**config.mk**
```make
export PLATFORM = sky130hd
export DESIGN_NAME = rename_frontend
export DESIGN_NICKNAME = d
export VERILOG_FILES = /design/src/hw/rename_pkg.sv /design/src/hw/fetch_unit.sv /design/src/hw/free_list.sv /design/src/hw/inst_queue.sv /design/src/hw/rename_frontend.sv /design/src/hw/rename_unit.sv
export SDC_FILE = /design/constraint.sdc
export NUM_CORES = 1
export LEC_CHECK = 0
export BUFFER_PORTS_ARGS = -buffer_cell sky130_fd_sc_hd__buf_2
export CAP_MARGIN = 20
export CORE_UTILIZATION = 33
export CTS_CLUSTER_DIAMETER = 60
export DETAILED_ROUTE_END_ITERATION = 10
export PLACE_DENSITY = 0.55
export SETUP_SLACK_MARGIN = 0.05
export SKIP_LAST_GASP = 1
export SLEW_MARGIN = 10
export SYNTH_ARGS = -nofsm -noshare
export SYNTH_HDL_FRONTEND = slang
export SYNTH_SLANG_ARGS = --single-unit
```
**constraint.sdc**
```tcl
create_clock -name clk -period 7.27 [get_ports clk]
set_input_delay 1.454 -clock clk [delete_from_list [all_inputs] [get_ports clk]]
set_output_delay 1.454 -clock clk [all_outputs]
set_load 0.01 [all_outputs]
```
**src/hw/rename_pkg.sv**
```systemverilog
package rename_pkg;

    // Machine word for PCs and instruction bits
    typedef logic [31:0] xlen_t;

    // Architectural register index
    typedef logic [4:0] arch_reg_t;

    // Major opcode field of an RV32 instruction
    typedef logic [6:0] opcode_t;

    // Size of the architectural register file
    localparam int ARCH_REGS = 32;

    // First fetch address out of reset
    localparam xlen_t RESET_PC = 32'h0000_0000;

    // Opcodes whose rd field is not a destination
    localparam opcode_t OPC_STORE  = 7'b0100011;
    localparam opcode_t OPC_BRANCH = 7'b1100011;

endpackage

```
**src/hw/fetch_unit.sv**
```systemverilog
`timescale 1ns/1ps

module fetch_unit (
    input  logic                  clk,
    input  logic                  rst,

    output logic                  imem_req_valid,
    input  logic                  imem_req_ready,
    output rename_pkg::xlen_t     imem_addr,
    input  logic                  imem_resp_valid,
    input  rename_pkg::xlen_t     imem_resp_data,

    output logic                  fq_valid,
    input  logic                  fq_ready,
    output rename_pkg::xlen_t     fq_pc,
    output rename_pkg::arch_reg_t fq_rs1,
    output rename_pkg::arch_reg_t fq_rs2,
    output rename_pkg::arch_reg_t fq_rd,
    output logic                  fq_has_rd
);

    typedef enum logic [1:0] {
        ST_REQ,
        ST_WAIT,
        ST_HOLD
    } fetch_state_t;

    fetch_state_t          state;
    fetch_state_t          state_next;
    rename_pkg::xlen_t     pc;
    rename_pkg::opcode_t   resp_opcode;
    rename_pkg::arch_reg_t resp_rd;
    logic                  resp_has_rd;
    logic                  req_fire;
    logic                  resp_fire;

    assign imem_req_valid = (state == ST_REQ);
    assign imem_addr      = pc;
    assign req_fire       = imem_req_valid && imem_req_ready;
    assign resp_fire      = (state == ST_WAIT) && imem_resp_valid;

    // Field extraction from the returned word
    assign resp_opcode = imem_resp_data[6:0];
    assign resp_rd     = imem_resp_data[11:7];
    assign resp_has_rd = (resp_opcode != rename_pkg::OPC_STORE) &&
                         (resp_opcode != rename_pkg::OPC_BRANCH) &&
                         (resp_rd != '0);

    always_comb begin
        state_next = state;
        case (state)
            ST_REQ: begin
                if (imem_req_ready) begin
                    state_next = ST_WAIT;
                end
            end
            ST_WAIT: begin
                if (imem_resp_valid) begin
                    state_next = ST_HOLD;
                end
            end
            // Leave once the held entry is gone or being taken
            ST_HOLD: begin
                if (!fq_valid || fq_ready) begin
                    state_next = ST_REQ;
                end
            end
            default: begin
                state_next = ST_HOLD;
            end
        endcase
    end

    // Reset parks in HOLD with no entry, so the first request starts a cycle later
    always_ff @(posedge clk) begin
        if (rst) begin
            state    <= ST_HOLD;
            pc       <= rename_pkg::RESET_PC;
            fq_valid <= 1'b0;
        end else begin
            state <= state_next;
            if (req_fire) begin
                pc <= pc + 32'd4;
            end
            if (resp_fire) begin
                fq_valid <= 1'b1;
            end else if (fq_valid && fq_ready) begin
                fq_valid <= 1'b0;
            end
        end
    end

    always_ff @(posedge clk) begin
        // PC of the request in flight is loaded only while no entry is held
        if (req_fire) begin
            fq_pc <= pc;
        end
        if (resp_fire) begin
            fq_rs1    <= imem_resp_data[19:15];
            fq_rs2    <= imem_resp_data[24:20];
            fq_rd     <= resp_rd;
            fq_has_rd <= resp_has_rd;
        end
    end

endmodule

```
**src/hw/free_list.sv**
```systemverilog
`timescale 1ns/1ps

module free_list #(
    parameter int PR_ENTRIES = 64,
    parameter int PREG_W     = 6
) (
    input  logic              clk,
    input  logic              rst,
    input  logic              push,
    input  logic [PREG_W-1:0] push_preg,
    input  logic              pop,
    output logic [PREG_W-1:0] head_preg,
    output logic              empty
);

    // Registers above the architectural set start out free
    localparam int CAP   = PR_ENTRIES - rename_pkg::ARCH_REGS;
    localparam int IDX_W = $clog2(CAP);
    localparam int CNT_W = $clog2(CAP + 1);

    logic [PREG_W-1:0] list_mem [CAP];
    logic [IDX_W-1:0]  head;
    logic [IDX_W-1:0]  tail;
    logic [CNT_W-1:0]  count;

    assign empty     = (count == '0);
    assign head_preg = list_mem[head];

    // Capacity need not be a power of two, so wrap explicitly
    function automatic logic [IDX_W-1:0] next_idx(input logic [IDX_W-1:0] idx);
        next_idx = (idx == IDX_W'(CAP - 1)) ? '0 : idx + 1'b1;
    endfunction

    always_ff @(posedge clk) begin
        if (rst) begin
            head  <= '0;
            tail  <= '0;
            count <= CNT_W'(CAP);
            for (int i = 0; i < CAP; i++) begin
                list_mem[i] <= PREG_W'(rename_pkg::ARCH_REGS + i);
            end
        end else begin
            if (push) begin
                list_mem[tail] <= push_preg;
                tail           <= next_idx(tail);
            end
            if (pop) begin
                head <= next_idx(head);
            end
            if (push && !pop) begin
                count <= count + 1'b1;
            end else if (pop && !push) begin
                count <= count - 1'b1;
            end
        end
    end

endmodule

```
**src/hw/inst_queue.sv**
```systemverilog
`timescale 1ns/1ps

module inst_queue #(
    parameter int IQ_DEPTH = 8
) (
    input  logic                  clk,
    input  logic                  rst,

    input  logic                  push_valid,
    output logic                  push_ready,
    input  rename_pkg::xlen_t     push_pc,
    input  rename_pkg::arch_reg_t push_rs1,
    input  rename_pkg::arch_reg_t push_rs2,
    input  rename_pkg::arch_reg_t push_rd,
    input  logic                  push_has_rd,

    output logic                  pop_valid,
    input  logic                  pop_ready,
    output rename_pkg::xlen_t     pop_pc,
    output rename_pkg::arch_reg_t pop_rs1,
    output rename_pkg::arch_reg_t pop_rs2,
    output rename_pkg::arch_reg_t pop_rd,
    output logic                  pop_has_rd
);

    localparam int PTR_W = $clog2(IQ_DEPTH);

    rename_pkg::xlen_t     pc_mem     [IQ_DEPTH];
    rename_pkg::arch_reg_t rs1_mem    [IQ_DEPTH];
    rename_pkg::arch_reg_t rs2_mem    [IQ_DEPTH];
    rename_pkg::arch_reg_t rd_mem     [IQ_DEPTH];
    logic                  has_rd_mem [IQ_DEPTH];

    // Top bit of each pointer is the wrap bit
    logic [PTR_W:0] head;
    logic [PTR_W:0] tail;
    logic           full;
    logic           empty;
    logic           do_push;
    logic           do_pop;

    assign empty = (head == tail);
    assign full  = (head[PTR_W] != tail[PTR_W]) &&
                   (head[PTR_W-1:0] == tail[PTR_W-1:0]);

    assign push_ready = !full;
    assign pop_valid  = !empty;
    assign do_push    = push_valid && push_ready;
    assign do_pop     = pop_valid && pop_ready;

    assign pop_pc     = pc_mem[head[PTR_W-1:0]];
    assign pop_rs1    = rs1_mem[head[PTR_W-1:0]];
    assign pop_rs2    = rs2_mem[head[PTR_W-1:0]];
    assign pop_rd     = rd_mem[head[PTR_W-1:0]];
    assign pop_has_rd = has_rd_mem[head[PTR_W-1:0]];

    always_ff @(posedge clk) begin
        if (rst) begin
            head <= '0;
            tail <= '0;
        end else begin
            if (do_push) begin
                tail <= tail + 1'b1;
            end
            if (do_pop) begin
                head <= head + 1'b1;
            end
        end
    end

    always_ff @(posedge clk) begin
        if (do_push) begin
            pc_mem[tail[PTR_W-1:0]]     <= push_pc;
            rs1_mem[tail[PTR_W-1:0]]    <= push_rs1;
            rs2_mem[tail[PTR_W-1:0]]    <= push_rs2;
            rd_mem[tail[PTR_W-1:0]]     <= push_rd;
            has_rd_mem[tail[PTR_W-1:0]] <= push_has_rd;
        end
    end

endmodule

```
**src/hw/rename_frontend.sv**
```systemverilog
`timescale 1ns/1ps

module rename_frontend #(
    parameter int PR_ENTRIES = 64,
    parameter int IQ_DEPTH   = 8,
    localparam int PREG_W    = $clog2(PR_ENTRIES)
) (
    input  logic              clk,
    input  logic              rst,

    output logic              imem_req_valid,
    input  logic              imem_req_ready,
    output rename_pkg::xlen_t imem_addr,
    input  logic              imem_resp_valid,
    input  rename_pkg::xlen_t imem_resp_data,

    input  logic              retire_valid,
    input  logic [PREG_W-1:0] retire_preg,

    output logic              rn_valid,
    input  logic              rn_ready,
    output rename_pkg::xlen_t rn_pc,
    output logic [PREG_W-1:0] rn_pr_rs1,
    output logic [PREG_W-1:0] rn_pr_rs2,
    output logic [PREG_W-1:0] rn_pr_rd,
    output logic [PREG_W-1:0] rn_old_pr_rd,
    output logic              rn_has_rd
);

    // Fetch to queue
    logic                  fq_valid;
    logic                  fq_ready;
    rename_pkg::xlen_t     fq_pc;
    rename_pkg::arch_reg_t fq_rs1;
    rename_pkg::arch_reg_t fq_rs2;
    rename_pkg::arch_reg_t fq_rd;
    logic                  fq_has_rd;

    // Queue to rename
    logic                  iq_valid;
    logic                  iq_ready;
    rename_pkg::xlen_t     iq_pc;
    rename_pkg::arch_reg_t iq_rs1;
    rename_pkg::arch_reg_t iq_rs2;
    rename_pkg::arch_reg_t iq_rd;
    logic                  iq_has_rd;

    fetch_unit i_fetch_unit (
        .clk             (clk),
        .rst             (rst),
        .imem_req_valid  (imem_req_valid),
        .imem_req_ready  (imem_req_ready),
        .imem_addr       (imem_addr),
        .imem_resp_valid (imem_resp_valid),
        .imem_resp_data  (imem_resp_data),
        .fq_valid        (fq_valid),
        .fq_ready        (fq_ready),
        .fq_pc           (fq_pc),
        .fq_rs1          (fq_rs1),
        .fq_rs2          (fq_rs2),
        .fq_rd           (fq_rd),
        .fq_has_rd       (fq_has_rd)
    );

    inst_queue #(
        .IQ_DEPTH (IQ_DEPTH)
    ) i_inst_queue (
        .clk         (clk),
        .rst         (rst),
        .push_valid  (fq_valid),
        .push_ready  (fq_ready),
        .push_pc     (fq_pc),
        .push_rs1    (fq_rs1),
        .push_rs2    (fq_rs2),
        .push_rd     (fq_rd),
        .push_has_rd (fq_has_rd),
        .pop_valid   (iq_valid),
        .pop_ready   (iq_ready),
        .pop_pc      (iq_pc),
        .pop_rs1     (iq_rs1),
        .pop_rs2     (iq_rs2),
        .pop_rd      (iq_rd),
        .pop_has_rd  (iq_has_rd)
    );

    rename_unit #(
        .PR_ENTRIES (PR_ENTRIES),
        .PREG_W     (PREG_W)
    ) i_rename_unit (
        .clk          (clk),
        .rst          (rst),
        .iq_valid     (iq_valid),
        .iq_ready     (iq_ready),
        .iq_pc        (iq_pc),
        .iq_rs1       (iq_rs1),
        .iq_rs2       (iq_rs2),
        .iq_rd        (iq_rd),
        .iq_has_rd    (iq_has_rd),
        .retire_valid (retire_valid),
        .retire_preg  (retire_preg),
        .rn_valid     (rn_valid),
        .rn_ready     (rn_ready),
        .rn_pc        (rn_pc),
        .rn_pr_rs1    (rn_pr_rs1),
        .rn_pr_rs2    (rn_pr_rs2),
        .rn_pr_rd     (rn_pr_rd),
        .rn_old_pr_rd (rn_old_pr_rd),
        .rn_has_rd    (rn_has_rd)
    );

endmodule

```
**src/hw/rename_unit.sv**
```systemverilog
`timescale 1ns/1ps

module rename_unit #(
    parameter int PR_ENTRIES = 64,
    parameter int PREG_W     = 6
) (
    input  logic                  clk,
    input  logic                  rst,

    input  logic                  iq_valid,
    output logic                  iq_ready,
    input  rename_pkg::xlen_t     iq_pc,
    input  rename_pkg::arch_reg_t iq_rs1,
    input  rename_pkg::arch_reg_t iq_rs2,
    input  rename_pkg::arch_reg_t iq_rd,
    input  logic                  iq_has_rd,

    input  logic                  retire_valid,
    input  logic [PREG_W-1:0]     retire_preg,

    output logic                  rn_valid,
    input  logic                  rn_ready,
    output rename_pkg::xlen_t     rn_pc,
    output logic [PREG_W-1:0]     rn_pr_rs1,
    output logic [PREG_W-1:0]     rn_pr_rs2,
    output logic [PREG_W-1:0]     rn_pr_rd,
    output logic [PREG_W-1:0]     rn_old_pr_rd,
    output logic                  rn_has_rd
);

    // Current architectural to physical mapping
    logic [PREG_W-1:0] rat [rename_pkg::ARCH_REGS];

    logic [PREG_W-1:0] fl_head;
    logic              fl_empty;
    logic              out_free;
    logic              do_pop;

    // Output slot empty now or emptied this cycle
    assign out_free = !rn_valid || rn_ready;
    assign iq_ready = out_free && (!iq_has_rd || !fl_empty);
    assign do_pop   = iq_valid && iq_ready;

    free_list #(
        .PR_ENTRIES (PR_ENTRIES),
        .PREG_W     (PREG_W)
    ) i_free_list (
        .clk       (clk),
        .rst       (rst),
        .push      (retire_valid),
        .push_preg (retire_preg),
        .pop       (do_pop && iq_has_rd),
        .head_preg (fl_head),
        .empty     (fl_empty)
    );

    // Sources read the table before this instruction's own write lands
    always_ff @(posedge clk) begin
        if (rst) begin
            for (int i = 0; i < rename_pkg::ARCH_REGS; i++) begin
                rat[i] <= PREG_W'(i);
            end
        end else if (do_pop && iq_has_rd) begin
            rat[iq_rd] <= fl_head;
        end
    end

    always_ff @(posedge clk) begin
        if (rst) begin
            rn_valid <= 1'b0;
        end else if (do_pop) begin
            rn_valid <= 1'b1;
        end else if (rn_ready) begin
            rn_valid <= 1'b0;
        end
    end

    always_ff @(posedge clk) begin
        if (do_pop) begin
            rn_pc        <= iq_pc;
            rn_pr_rs1    <= rat[iq_rs1];
            rn_pr_rs2    <= rat[iq_rs2];
            rn_pr_rd     <= iq_has_rd ? fl_head : '0;
            rn_old_pr_rd <= iq_has_rd ? rat[iq_rd] : '0;
            rn_has_rd    <= iq_has_rd;
        end
    end

endmodule

```
==> summary.txt <==
Outcome
  • Status: complete, no violations

Synthesis
  • Register area share after synthesis: 0.644
  • Synth top area cells: edfxtp_1 61%, mux4_2 8.4%, mux2i_1 3.7%
  • Synth Instances: 2,917
  • Flops & latches, synth: 919
  • Main synth FF type: edfxtp_1
  • Post-synthesis async set-or-reset flop share: 0
  • Syn Area/Cell: 14.3 um2
  • Post-synth EDFFs: 853
  • Synth Warn #: 0
  • Synthesized cell area: 41,800 um2
  • Area share of the largest cell type after synthesis: 0.613
  • Post-synth cell types: 86
  • Synth area leader: edfxtp_1

Clock tree
  • CTS tree: yes
  • Post_cts resized: 0
  • CTS root buf: clkbuf_16
  • Post-CTS setup buffers: 0
  • Maximum root-to-sink buffer count: 3
  • Clock Latency Late Sink: 0.72 ns
  • TritonCTS Buffers: 101
  • CTS clock-pin slew for the worst setup and hold paths: 0.06 ns
  • Cts hold-fix bufs: 0
  • H-tree depth: 3
  • Sink Count: 919

Timing
  • Count of pins over their slew limit: 0
  • F_max: 0.209 GHz
  • Fin. Hold Viols: 0
  • Period minus WS final: 4.78 ns
  • Final Setup Violations: 0
  • Worst slew pin tran: 1.07 ns
  • Final period util: 0.657
  • Worst Skew: 0.0492 ns
  • RSZ-0062 raised after global routing: false
  • Setup TNS: 0 ns
  • Max-slew headroom: 0.282

Detailed routing
  • M1 WL: 51,300 um
  • Wire length per cell: 25.0 um
  • DR vias/cell: 5.37
  • First drt pass iteration count: 5
  • DR top layer: met5
  • DR iter-0 viols: 2,244
  • Antenna Nets Post-Route: 0
  • Drt total wl: 118,000 um
  • # DRC: 0
  • Vias: 25,400
  • Met2 WL post-DR: 54,700 um
  • WL met3: 7880 um

Min path
  • Hold Crit Class: reg -> reg

Worst setup path
  • WP data required: 7.65 ns
  • CP dominant cell by count: buf_4
  • Crit path max fanout: 57
  • Worst Setup End Kind: flop
  • Crit-path max cell delay: 0.83 ns
  • Critical Path, Cell by Cell: buf_4, nor2b_1, a22oi_1, and2_4, buf_4, mux4_2, o2bb2ai_1, nor4_1, o22ai_1
  • Buf+Inv Stages, Crit Path: 2
  • Flop2flop setup slack: 2.49 ns
  • CP Launch Type: flop
  • WS Path Type: reg -> reg
  • Slowest cell on the critical path: buf_4
  • WP data arrival: 5.16 ns
  • CP top delay family: buffers and inverters

Power and ir drop
  • Gate power share: 0.208
  • Sequential Power Share: 0.429
  • Switching Power: 4.32 mW
  • P per Cell Area: 306 nW/um2
  • Clk network pwr share: 0.363
  • P_int: 10.2 mW
  • Static leakage: 14.8 nW
  • Peak supply drop: 0.191 mV
  • Pwr Total: 14.5 mW
  • Sw frac: 0.298

Layout
  • Final Net Count: 3,050
  • Synth-to-layout area growth: 13.1%
  • Commonest non-fill, non-tap cell in the layout: edfxtp_1
  • Layout Cells excl Fill: 4,728
  • Inserted Diodes: 0
  • Most frequent cells in the layout: 853 x edfxtp_1, 328 x nand2_1, 244 x nor2_1
  • # fillers: 11,800
  • Share of layout cells above drive strength 1: 0.196

Placed design
  • Final Wtd Congestion: 0.970
  • Detailed placer's ending HPWL: 76,200 um
  • Placed instance count: 4,535
  • IO Port Bufs: 119

Die
  • Site Rows: 130
  • Die height: 358 um
  • Die area: 128,000 um2
  • I/O pin count: 135
  • Initial Utilization: 0.333
  • Horizontal die dimension: 358 um
  • Core Area: 126,000 um2

GRT
  • Vias in the first global route: 24,900
  • GRT Util Overall: 0.183
  • Largest net degree at the start of global routing: 70
  • Initial antenna violation count: 5
  • First-pass GRT wire length: 172,000 um
  • Total congestion overflow: 0

Job
  • Max-Cap Viols: 0
-- synth_stat cells, drive strengths merged, types with 41 or more instances --
library cell  count
mux4            159
dfxtp            66
nor3             73
a31oi            42
o22ai            48
mux2             49
nand3            41
a211oi           73
edfxtp          853
nor2            251
mux2i           172
or3              73
a21oi            74
nand2           330
buf             115
o21ai            62
and2             76
clkbuf           99
-- metrics by stage --
stage	worst slack (ns)	cell area [um2]	hold slack, ns	utilization
2_1_floorplan	2.38	41800	0.468	-
3_3_place_gp	2.66	43800	0.470	0.349
3_5_place_dp	2.52	43800	0.485	0.349
4_1_cts	2.53	47300	0.501	0.377
5_1_grt	2.32	47300	0.519	0.377
6_report	2.49	47300	0.495	0.377
-- routing by layer --
layer	track usage	vias up
li1	-	11300
met1	0.251	12900
met2	0.290	909
met3	0.0332	214
met4	0.0693	6
met5	0	-
-- worst register-to-register path: cells and delay by family (launching register included) --
family | cells | cell delay [ns]
AO/OA/AOI/OAI | 3 | 0.69
multiplexers | 1 | 0.70
flip-flops | 1 | 0.67
buffers and inverters | 2 | 1.24
AND/OR/NAND/NOR | 3 | 1.17
-- area by class of cell --
| cell class | count | area, um2 | area share |
|---|---|---|---|
| clock inverter | 65 | 798 | 0.0169 |
| timing repair buffer | 181 | 1060 | 0.0223 |
| inverter | 19 | 71.3 | 0.00151 |
| tap | 1650 | 2060 | 0.0437 |
| multi-input combinational | 1768 | 13700 | 0.290 |
| clock buffer | 126 | 2650 | 0.0561 |
| sequential | 919 | 27000 | 0.570 |
-- flip-flops by register name, summed over array words and instances (netlist names), 6 cells and up, named ones only --
register / flops
i_rename_unit.i_free_list.count: 6
i_rename_unit.i_free_list.list_mem: 192
i_inst_queue.pc_mem: 240
i_inst_queue.rs1_mem: 40
i_rename_unit.rn_pr_rs1: 6
i_rename_unit.rat: 192
i_rename_unit.rn_pc: 30
i_rename_unit.rn_old_pr_rd: 6
i_inst_queue.rd_mem: 40
i_rename_unit.rn_pr_rd: 6
i_fetch_unit.fq_pc: 30
i_rename_unit.rn_pr_rs2: 6
i_fetch_unit.imem_addr: 30
i_inst_queue.has_rd_mem: 8
i_inst_queue.rs2_mem: 40
-- logic make-up after synthesis --
family	count (synthesis)	synth area share
simple gates	967	0.110
flops	919	0.644
mux	380	0.144
compound gates	363	0.0570
buf+inv	233	0.0310
xor+xnor	38	0.00796
fa+ha+maj	16	0.00497
other cells	1	0.0000897
-- power by group through the flow --
stage                     Sequential, mW  Clock, mW  Combinational [mW]
final                               6.22       5.25                3.01
after global routing                6.25       5.56                3.16
after CTS                           6.23       5.37                2.98
after detailed placement            6.34          0                2.97
after global placement              6.34          0                2.96
after floorplan                     6.23          0                2.11
-- path summary, 6_finish.rpt --
path                                    from  cells after the start                            end
setup reg to reg                        flop                      9  i_rename_unit.rn_old_pr_rd[2]
hold reg to reg   i_fetch_unit.imem_addr[31]                      0         i_fetch_unit.fq_pc[31]
hold / removal    i_fetch_unit.imem_addr[31]                      0         i_fetch_unit.fq_pc[31]
setup / recovery                        flop                      9  i_rename_unit.rn_old_pr_rd[2]
(Power assumes the default switching activity.)
